### src/soc_pb_defines.svh
/*
 * peripheral bus parameters
 * address width, peripheral select bit and write-mask codes
 */

`ifndef SOC_PB_DEFINES_SVH
`define SOC_PB_DEFINES_SVH

// bus address width in bits
`define PB_AW 8

// address bit that picks the peripheral
// set selects the GPIO block, clear selects the SPI master
`define PB_SEL_BIT 4

// write-mask codes
// SPI control write, carries cs_en in bit 8
`define WE_SPI_CR 4'b0011
// SPI data write, one bit per command
`define WE_SPI_DR 4'b0001
// GPIO output register write
`define WE_GPIO_OUT 4'b1111

`endif

### src/pb_pkg.sv
/*
 * peripheral bus types
 * address, write mask, data word and slave index
 */

`default_nettype none

`include "soc_pb_defines.svh"

package pb_pkg;

   // bus address
   typedef logic [`PB_AW-1:0] pb_addr_t;

   // write mask, one bit per byte lane
   typedef logic [3:0] pb_we_t;

   // one bus data word
   typedef logic [31:0] pb_data_t;

   // which peripheral owns a command or a response
   // encoding follows the address select bit
   typedef enum logic {
      SLV_SPI  = 1'b0,
      SLV_GPIO = 1'b1
   } pb_slave_e;

endpackage

`default_nettype wire

### src/spi_pkg.sv
/*
 * SPI master register views
 * one bus data word read as control or as data
 */

`default_nettype none

package spi_pkg;

   // control view, chip select enable in bit 8
   typedef struct packed {
      logic [22:0] rsvd_hi;
      logic        cs_en;
      logic [7:0]  rsvd_lo;
   } spi_cr_t;

   // data view, only tx_byte bit 7 goes out on MOSI
   typedef struct packed {
      logic [23:0] rsvd;
      logic [7:0]  tx_byte;
   } spi_dr_t;

   // same 32-bit word, decoded by the write mask
   typedef union packed {
      spi_cr_t cr;
      spi_dr_t dr;
   } spi_word_u;

endpackage

`default_nettype wire

### src/pb_if.sv
/*
 * per-peripheral bus bundle
 * command and response signals with master and slave modports
 */

`default_nettype none

interface pb_if;
   import pb_pkg::*;

   // command channel
   logic     cmd_valid;
   logic     cmd_ready;
   pb_addr_t addr;
   pb_we_t   we_msk;
   pb_data_t din;

   // response channel
   pb_data_t dout;
   logic     rsp_valid;
   logic     rsp_ready;

   // decoder and response combiner side
   modport master (
      output cmd_valid, addr, we_msk, din, rsp_ready,
      input  cmd_ready, dout, rsp_valid
   );

   // peripheral side
   modport slave (
      input  cmd_valid, addr, we_msk, din, rsp_ready,
      output cmd_ready, dout, rsp_valid
   );

endinterface

`default_nettype wire

### src/pb_addr_decode.sv
/*
 * command decoder
 * routes one bus command to the SPI master or the GPIO block
 * and stalls new commands while a response is pending
 */

`default_nettype none

`include "soc_pb_defines.svh"

module pb_addr_decode (
   input  logic             clk,
   input  logic             rst_n,
   input  logic             cmd_valid,
   output logic             cmd_ready,
   input  pb_pkg::pb_addr_t addr,
   input  pb_pkg::pb_we_t   we_msk,
   input  pb_pkg::pb_data_t din,
   input  logic             rsp_pending,
   pb_if.master             spi_bus,
   pb_if.master             gpio_bus
);
   import pb_pkg::*;

   pb_slave_e sel;
   logic      fwd_ok;

   // peripheral picked straight from the address
   assign sel = pb_slave_e'(addr[`PB_SEL_BIT]);

   // only one command outstanding
   assign fwd_ok = cmd_valid & ~rsp_pending;

   // valid goes to the addressed peripheral only
   assign spi_bus.cmd_valid  = fwd_ok & (sel == SLV_SPI);
   assign gpio_bus.cmd_valid = fwd_ok & (sel == SLV_GPIO);

   // payload fans out to both, harmless without valid
   assign spi_bus.addr    = addr;
   assign spi_bus.we_msk  = we_msk;
   assign spi_bus.din     = din;
   assign gpio_bus.addr   = addr;
   assign gpio_bus.we_msk = we_msk;
   assign gpio_bus.din    = din;

   // ready of the addressed peripheral, held off by a pending response
   always_comb begin
      if (sel == SLV_GPIO) begin
         cmd_ready = gpio_bus.cmd_ready & ~rsp_pending;
      end else begin
         cmd_ready = spi_bus.cmd_ready & ~rsp_pending;
      end
   end

   // a command never reaches both peripherals
   a_one_target : assert property (
      @(posedge clk) disable iff (!rst_n)
      !(spi_bus.cmd_valid && gpio_bus.cmd_valid)
   ) else $error("command forwarded to both peripherals");

endmodule

`default_nettype wire

### src/soc_pb_spi_master.sv
/*
 * bit-level SPI master
 * chip select, one-cycle SCK pulse, registered MOSI, MISO shift register
 */

`default_nettype none

`include "soc_pb_defines.svh"

module soc_pb_spi_master (
   input  logic clk,
   input  logic rst_n,
   pb_if.slave  bus,
   output logic spi_sck,
   output logic spi_cs_l,
   output logic spi_mosi,
   input  logic spi_miso
);
   import spi_pkg::*;

   spi_word_u  cmd_w;
   logic       hds_cmd;
   logic       hds_rsp;
   logic       we_cr;
   logic       we_dr;
   logic [7:0] rx_sh;

   // handshakes on both channels
   assign hds_cmd = bus.cmd_valid & bus.cmd_ready;
   assign hds_rsp = bus.rsp_valid & bus.rsp_ready;

   // write mask picks the view of din
   assign cmd_w = bus.din;
   assign we_cr = (bus.we_msk == `WE_SPI_CR);
   assign we_dr = (bus.we_msk == `WE_SPI_DR);

   // one SCK pulse per data write, high the cycle after the handshake
   always_ff @(posedge clk or negedge rst_n) begin
      if (!rst_n) begin
         spi_sck <= 1'b0;
      end else begin
         spi_sck <= hds_cmd & we_dr;
      end
   end

   // chip select, MOSI and receive shift register
   always_ff @(posedge clk or negedge rst_n) begin
      if (!rst_n) begin
         spi_cs_l <= 1'b1;
         spi_mosi <= 1'b0;
         rx_sh    <= 8'h00;
      end else if (hds_cmd) begin
         if (we_cr) begin
            // active-low select output
            spi_cs_l <= ~cmd_w.cr.cs_en;
         end
         if (we_dr) begin
            // MOSI set together with SCK so it holds over the pulse
            spi_mosi <= cmd_w.dr.tx_byte[7];
            // MISO sampled on the handshake edge, enters at bit 0
            rx_sh    <= {rx_sh[6:0], spi_miso};
         end
      end
   end

   // response flag, set on command, cleared when taken
   always_ff @(posedge clk or negedge rst_n) begin
      if (!rst_n) begin
         bus.rsp_valid <= 1'b0;
      end else if (hds_cmd) begin
         bus.rsp_valid <= 1'b1;
      end else if (hds_rsp) begin
         bus.rsp_valid <= 1'b0;
      end
   end

   // no new command while a response waits
   assign bus.cmd_ready = ~bus.rsp_valid;

   // rx_sh only moves on a handshake, so dout is stable under back-pressure
   assign bus.dout = {24'h000000, rx_sh};

   // SCK is a single-cycle pulse
   a_sck_pulse : assert property (
      @(posedge clk) disable iff (!rst_n)
      spi_sck |=> !spi_sck
   ) else $error("SCK high for two cycles");

endmodule

`default_nettype wire

### src/soc_pb_gpio.sv
/*
 * GPIO peripheral
 * output register and two-flop input synchronizer
 */

`default_nettype none

`include "soc_pb_defines.svh"

module soc_pb_gpio (
   input  logic       clk,
   input  logic       rst_n,
   pb_if.slave        bus,
   output logic [7:0] gpio_out,
   input  logic [7:0] gpio_in
);

   logic        hds_cmd;
   logic        hds_rsp;
   logic [7:0]  gpio_out_nxt;
   logic [7:0]  in_meta;
   logic [7:0]  in_sync;
   logic [15:0] rd_q;

   assign hds_cmd = bus.cmd_valid & bus.cmd_ready;
   assign hds_rsp = bus.rsp_valid & bus.rsp_ready;

   // only the full-word mask writes the output register
   always_comb begin
      gpio_out_nxt = gpio_out;
      if (hds_cmd && (bus.we_msk == `WE_GPIO_OUT)) begin
         gpio_out_nxt = bus.din[7:0];
      end
   end

   always_ff @(posedge clk or negedge rst_n) begin
      if (!rst_n) begin
         gpio_out <= 8'h00;
      end else begin
         gpio_out <= gpio_out_nxt;
      end
   end

   // input synchronizer
   always_ff @(posedge clk or negedge rst_n) begin
      if (!rst_n) begin
         in_meta <= 8'h00;
         in_sync <= 8'h00;
      end else begin
         in_meta <= gpio_in;
         in_sync <= in_meta;
      end
   end

   // read data captured with the command, held until taken
   always_ff @(posedge clk) begin
      if (hds_cmd) begin
         rd_q <= {in_sync, gpio_out_nxt};
      end
   end

   always_ff @(posedge clk or negedge rst_n) begin
      if (!rst_n) begin
         bus.rsp_valid <= 1'b0;
      end else if (hds_cmd) begin
         bus.rsp_valid <= 1'b1;
      end else if (hds_rsp) begin
         bus.rsp_valid <= 1'b0;
      end
   end

   assign bus.cmd_ready = ~bus.rsp_valid;
   assign bus.dout      = {16'h0000, rd_q};

   // decoder only hands over GPIO-addressed commands
   a_gpio_addr : assert property (
      @(posedge clk) disable iff (!rst_n)
      hds_cmd |-> bus.addr[`PB_SEL_BIT]
   ) else $error("GPIO took a command addressed to the SPI master");

endmodule

`default_nettype wire

### src/pb_resp_mux.sv
/*
 * response combiner
 * merges the two peripheral responses onto the bus, routes ready back
 */

`default_nettype none

module pb_resp_mux (
   input  logic             clk,
   input  logic             rst_n,
   pb_if.master             spi_bus,
   pb_if.master             gpio_bus,
   output logic             rsp_valid,
   output pb_pkg::pb_data_t dout,
   input  logic             rsp_ready,
   output logic             rsp_pending
);
   import pb_pkg::*;

   pb_slave_e owner;
   pb_slave_e owner_q;

   // owner follows whoever is valid, else keeps the last one
   always_comb begin
      if (gpio_bus.rsp_valid) begin
         owner = SLV_GPIO;
      end else if (spi_bus.rsp_valid) begin
         owner = SLV_SPI;
      end else begin
         owner = owner_q;
      end
   end

   always_ff @(posedge clk or negedge rst_n) begin
      if (!rst_n) begin
         owner_q <= SLV_SPI;
      end else begin
         owner_q <= owner;
      end
   end

   assign rsp_valid   = spi_bus.rsp_valid | gpio_bus.rsp_valid;
   // same condition, fed to the decoder as the stall
   assign rsp_pending = spi_bus.rsp_valid | gpio_bus.rsp_valid;

   assign dout = (owner == SLV_GPIO) ? gpio_bus.dout : spi_bus.dout;

   // ready goes only to the owner
   assign spi_bus.rsp_ready  = rsp_ready & (owner == SLV_SPI);
   assign gpio_bus.rsp_ready = rsp_ready & (owner == SLV_GPIO);

   // one command outstanding means one response at a time
   a_one_rsp : assert property (
      @(posedge clk) disable iff (!rst_n)
      !(spi_bus.rsp_valid && gpio_bus.rsp_valid)
   ) else $error("both peripherals hold a response");

endmodule

`default_nettype wire

### src/soc_pb_periph_top.sv
/*
 * peripheral bus subsystem top level
 * decoder, SPI master, GPIO block and response combiner
 */

`default_nettype none

`include "soc_pb_defines.svh"

module soc_pb_periph_top (
   input  logic             clk,
   input  logic             rst_n,
   input  logic             cmd_valid,
   output logic             cmd_ready,
   input  logic [`PB_AW-1:0] addr,
   input  logic [3:0]       we_msk,
   input  logic [31:0]      din,
   output logic [31:0]      dout,
   output logic             rsp_valid,
   input  logic             rsp_ready,
   output logic             spi_sck,
   output logic             spi_cs_l,
   output logic             spi_mosi,
   input  logic             spi_miso,
   output logic [7:0]       gpio_out,
   input  logic [7:0]       gpio_in
);

   logic rsp_pending;

   // one bundle per peripheral
   pb_if spi_bus ();
   pb_if gpio_bus ();

   pb_addr_decode u_decode (
      .clk         (clk),
      .rst_n       (rst_n),
      .cmd_valid   (cmd_valid),
      .cmd_ready   (cmd_ready),
      .addr        (addr),
      .we_msk      (we_msk),
      .din         (din),
      .rsp_pending (rsp_pending),
      .spi_bus     (spi_bus.master),
      .gpio_bus    (gpio_bus.master)
   );

   soc_pb_spi_master u_spi (
      .clk      (clk),
      .rst_n    (rst_n),
      .bus      (spi_bus.slave),
      .spi_sck  (spi_sck),
      .spi_cs_l (spi_cs_l),
      .spi_mosi (spi_mosi),
      .spi_miso (spi_miso)
   );

   soc_pb_gpio u_gpio (
      .clk      (clk),
      .rst_n    (rst_n),
      .bus      (gpio_bus.slave),
      .gpio_out (gpio_out),
      .gpio_in  (gpio_in)
   );

   // response side watches both bundles
   pb_resp_mux u_resp (
      .clk         (clk),
      .rst_n       (rst_n),
      .spi_bus     (spi_bus.master),
      .gpio_bus    (gpio_bus.master),
      .rsp_valid   (rsp_valid),
      .dout        (dout),
      .rsp_ready   (rsp_ready),
      .rsp_pending (rsp_pending)
   );

endmodule

`default_nettype wire

### config.mk
export PLATFORM = sky130hd
export DESIGN_NAME = soc_pb_periph_top
export DESIGN_NICKNAME = d
export VERILOG_FILES = /design/src/pb_pkg.sv /design/src/spi_pkg.sv /design/src/pb_if.sv /design/src/pb_addr_decode.sv /design/src/soc_pb_spi_master.sv /design/src/soc_pb_gpio.sv /design/src/pb_resp_mux.sv /design/src/soc_pb_periph_top.sv
export VERILOG_INCLUDE_DIRS = /design/src
export SDC_FILE = /design/constraint.sdc
export NUM_CORES = 1
export LEC_CHECK = 0
export ABC_CLOCK_PERIOD_IN_PS = 4300
export BUFFER_PORTS_ARGS = -buffer_cell sky130_fd_sc_hd__buf_2
export CORE_ASPECT_RATIO = 0.5
export CORE_MARGIN = 5
export CORE_UTILIZATION = 48
export DETAILED_ROUTE_END_ITERATION = 10
export GPL_TIMING_DRIVEN = 0
export MAX_ROUTING_LAYER = met4
export PLACE_DENSITY = 0.9
export SLEW_MARGIN = 20
export SYNTH_ARGS = -nofsm -noshare
export SYNTH_HDL_FRONTEND = slang
export SYNTH_SLANG_ARGS = --single-unit
### constraint.sdc
create_clock -name clk -period 4.3 [get_ports clk]
set_clock_uncertainty 0.15 [all_clocks]
set_input_delay 0.43 -clock clk [delete_from_list [all_inputs] [get_ports clk]]
set_output_delay 0.43 -clock clk [all_outputs]
set_load 0.03 [all_outputs]
==> flow_summary.json <==
{
  "fp.dieArea_um2": 5740,
  "clock-sinks": 54,
  "power.static_leakage_nw": 1.30,
  "critical-path-slowest-cell": "sky130_fd_sc_hd__dfrtp_1",
  "design.portCount": 102,
  "cts-buffers-inserted": 5,
  "synth.top_cells.by_area": "sky130_fd_sc_hd__dfrtp_1 (45%), sky130_fd_sc_hd__edfxtp_1 (24%), sky130_fd_sc_hd__mux2_2 (14%)",
  "arrival_ns": 2.04,
  "timing_hold_violations_final": 0,
  "routed.top_layer": "met4",
  "critPathRequiredTime_ns": 3.72,
  "cpLargestDelayFamily": "buffers and inverters",
  "setup_ws_ns": 1.68,
  "cp_cell_sequence": "inv_1 -> a21oi_2 -> buf_4 -> mux2_2 -> buf_2",
  "worst_setup_path_end_kind": "output port",
  "finish.net_count": 259,
  "final.period_utilization": 0.609,
  "synth-warning-count": 0,
  "sequential_cell_area_fraction_in_the_yosys_report": 0.702,
  "postSynthRegisterBits": 54,
  "floorplan.die.height_um": 56.1,
  "critical_path_class": "flip-flop to output port",
  "p_per_area_nw_per_um2": 504,
  "setup-tns-final_ns": 0,
  "status": "finished clean",
  "global_route.overflow_total": 0,
  "antenna_found_initial": 0,
  "ys_async_sr_fraction": 0.704,
  "place_ws_ns": 2.05,
  "dpl.cell_count": 249,
  "firstDrtPassIters": 3,
  "max-clock-path-buffers": 2,
  "clk-insertion-delay-late_ns": 0.30,
  "worst_slew_margin_rel": 0.456,
  "mapped_cells": 125,
  "cp_slowest_stage_delay_ns": 0.44,
  "final_cell_count_no_fill": 257,
  "final_count_of_negative_setup_slack_endpoints": 0,
  "place_hpwl_um": 2640,
  "die_x_um": 102,
  "synth.cells.most_frequent": "sky130_fd_sc_hd__dfrtp_1 (37), sky130_fd_sc_hd__mux2_2 (25), sky130_fd_sc_hd__buf_4 (17)",
  "final_design_instance_area_without_fill_um2": 2530,
  "drt_first_iter_violations": 27,
  "placeableCoreArea_um2": 4000,
  "clock-root-buffer": "sky130_fd_sc_hd__clkbuf_8",
  "drv_cap": 0,
  "total_length_of_routed_wires_um": 3450,
  "cp.buffers_inverters": 3,
  "number_of_flops_mapped_to_enable_cells_by_yosys": 16,
  "distinct_cell_type_count_of_the_synthesized_netlist": 19,
  "crit_fanout": 10,
  "final_period_demand_of_the_worst_path_ns": 2.62,
  "yosysTopAreaCellShare": 0.453,
  "dpl-instance-area_um2": 2440,
  "average_size_of_a_mapped_cell_um2": 16.3,
  "post_layout_total_power_mw": 1.28,
  "grt_start_max_net_pins": 39,
  "drv_slew": 0,
  "insertedDiodeCount": 0,
  "initial_utilization": 0.510,
  "route.detailed.drc": 0,
  "synth_ff_type": "sky130_fd_sc_hd__dfrtp_1",
  "timing.hold.ws_ns": 0.0646,
  "grt_pass1_wl_um": 5480,
  "rows": 16,
  "yosysMostFrequentCell": "sky130_fd_sc_hd__dfrtp_1",
  "grt.total_usage": 0.131,
  "post_route_cells_drive_above_1_share": 0.547,
  "drtAntennaViolNets": 0,
  "cts.htree.levels": 2,
  "detailroute.wirelength.met2_um": 1980,
  "achievable_freq_ghz": 0.382,
  "wire_per_inst_um": 13.4,
  "vdd.ir_drop.worst_mv": 0.330,
  "grt_pass1_vias": 1150,
  "num_vias": 1134,
  "areaGrowthSynthToFinish_pct": 24.0,
  "cts_tree": "built",
  "routedLengthMet1_um": 1200,
  "cts.reportedPaths.clkPinSlew_ns": 0.10,
  "port_buffers": 55,
  "postCtsHoldBufs": 0,
  "final_core_utilization": 0.632,
  "synth_area_leader_cell": "sky130_fd_sc_hd__dfrtp_1",
  "startpoint_type": "flip-flop",
  "post_cts_resize_count": 0,
  "wl_met3_um": 240,
  "syn-cell-area_um2": 2040,
  "post_drt_via_cell_ratio": 4.41,
  "gp_congestion": 0.654,
  "hold_path_class": "input pin to async pin",
  "cts_post_setup_buffers_inserted": 0,
  "grt_setup_unrepaired": "no",
  "timing_worst_slew_pin_value_ns": 0.816
}
==> routing by layer <==
metal  global-route usage  vias to the layer above
met5                    -                        -
met4               0.0523                        0
met3               0.0401                        5
met2                0.233                       34
met1                0.135                      547
li1                     -                      548
==> area by class of cell <==
class | instances | area [µm²]
Buffer | 17 | 128
Clock buffer | 5 | 68.8
Clock inverter | 3 | 21.3
Fill cell | 297 | 1470
Inverter | 7 | 26.3
Multi-Input combinational cell | 62 | 512
Sequential cell | 54 | 1430
Tap cell | 54 | 67.6
Timing Repair Buffer | 55 | 275
==> state kept, by name (all words and copies together) (netlist names) <==
name / cells
u_spi.rx_sh: 8
u_gpio.in_meta: 8
u_spi.spi_mosi: 1
u_gpio.rd_q: 16
u_gpio.in_sync: 8
u_resp.owner_q: 1
u_gpio.gpio_out: 8
u_spi.spi_cs_l: 1
u_spi.spi_sck: 1
u_spi.bus.rsp_valid: 1
u_gpio.bus.rsp_valid: 1
==> path summary, 6_finish.rpt <==
check	start	endpoint	slack [ns]	cells past startpoint
worst max-delay path	u_spi.bus.rsp_valid	dout[1]	1.68	5
max in group asynchronous	rst_n	u_gpio.gpio_out[0]	3.42	1
worst max register to register	u_gpio.bus.rsp_valid	u_gpio.rd_q[5]	2.27	3
min in group clk	gpio_in[5]	u_gpio.in_meta[5]	0.08	1
worst min register to register	u_gpio.in_meta[5]	u_gpio.in_sync[5]	0.21	0
worst min-delay path	rst_n	u_gpio.in_meta[6]	0.06	1
==> layout by cell type (no fill, tap or decap) <==
cell                         Yosys  layout
sky130_fd_sc_hd__a21oi_1         1       1
sky130_fd_sc_hd__a21oi_2         1       1
sky130_fd_sc_hd__buf_2           0      55
sky130_fd_sc_hd__buf_4          17      17
sky130_fd_sc_hd__clkbuf_8        0       5
sky130_fd_sc_hd__clkinv_2        0       1
sky130_fd_sc_hd__clkinv_4        0       1
sky130_fd_sc_hd__clkinvlp_4      0       1
sky130_fd_sc_hd__conb_1          1      16
sky130_fd_sc_hd__dfrtp_1        37      37
sky130_fd_sc_hd__dfstp_2         1       1
sky130_fd_sc_hd__edfxtp_1       16      16
sky130_fd_sc_hd__inv_1           7       7
sky130_fd_sc_hd__mux2_2         25      25
sky130_fd_sc_hd__mux2i_1         1       1
sky130_fd_sc_hd__nand4_1         2       2
sky130_fd_sc_hd__nand4b_4        1       1
sky130_fd_sc_hd__nand4bb_1       1       1
sky130_fd_sc_hd__nor2_1          2       2
sky130_fd_sc_hd__nor2_2          1       1
sky130_fd_sc_hd__nor2b_1         8       8
sky130_fd_sc_hd__nor4b_4         1       1
sky130_fd_sc_hd__o21ai_0         1       1
sky130_fd_sc_hd__or2_2           1       1
==> report_power, final <==
part	internal [mW]	switching, mW	total, mW
logic	0.129	0.260	0.389
registers	0.588	0.0245	0.613
clock network	0.115	0.160	0.274
total	0.832	0.444	1.28
==> cell families (layout without fill, tap and decap cells) <==
family	count (synthesis)	in the layout	synth area share
DFF	54	54	0.702
muxes	26	26	0.143
buffers and inverters	24	87	0.0754
and+or+nand+nor	17	17	0.0692
AOI/OAI and AO/OA	3	3	0.00919
other	1	16	0.00184
Note: power is estimated with default switching activity, not from simulation.
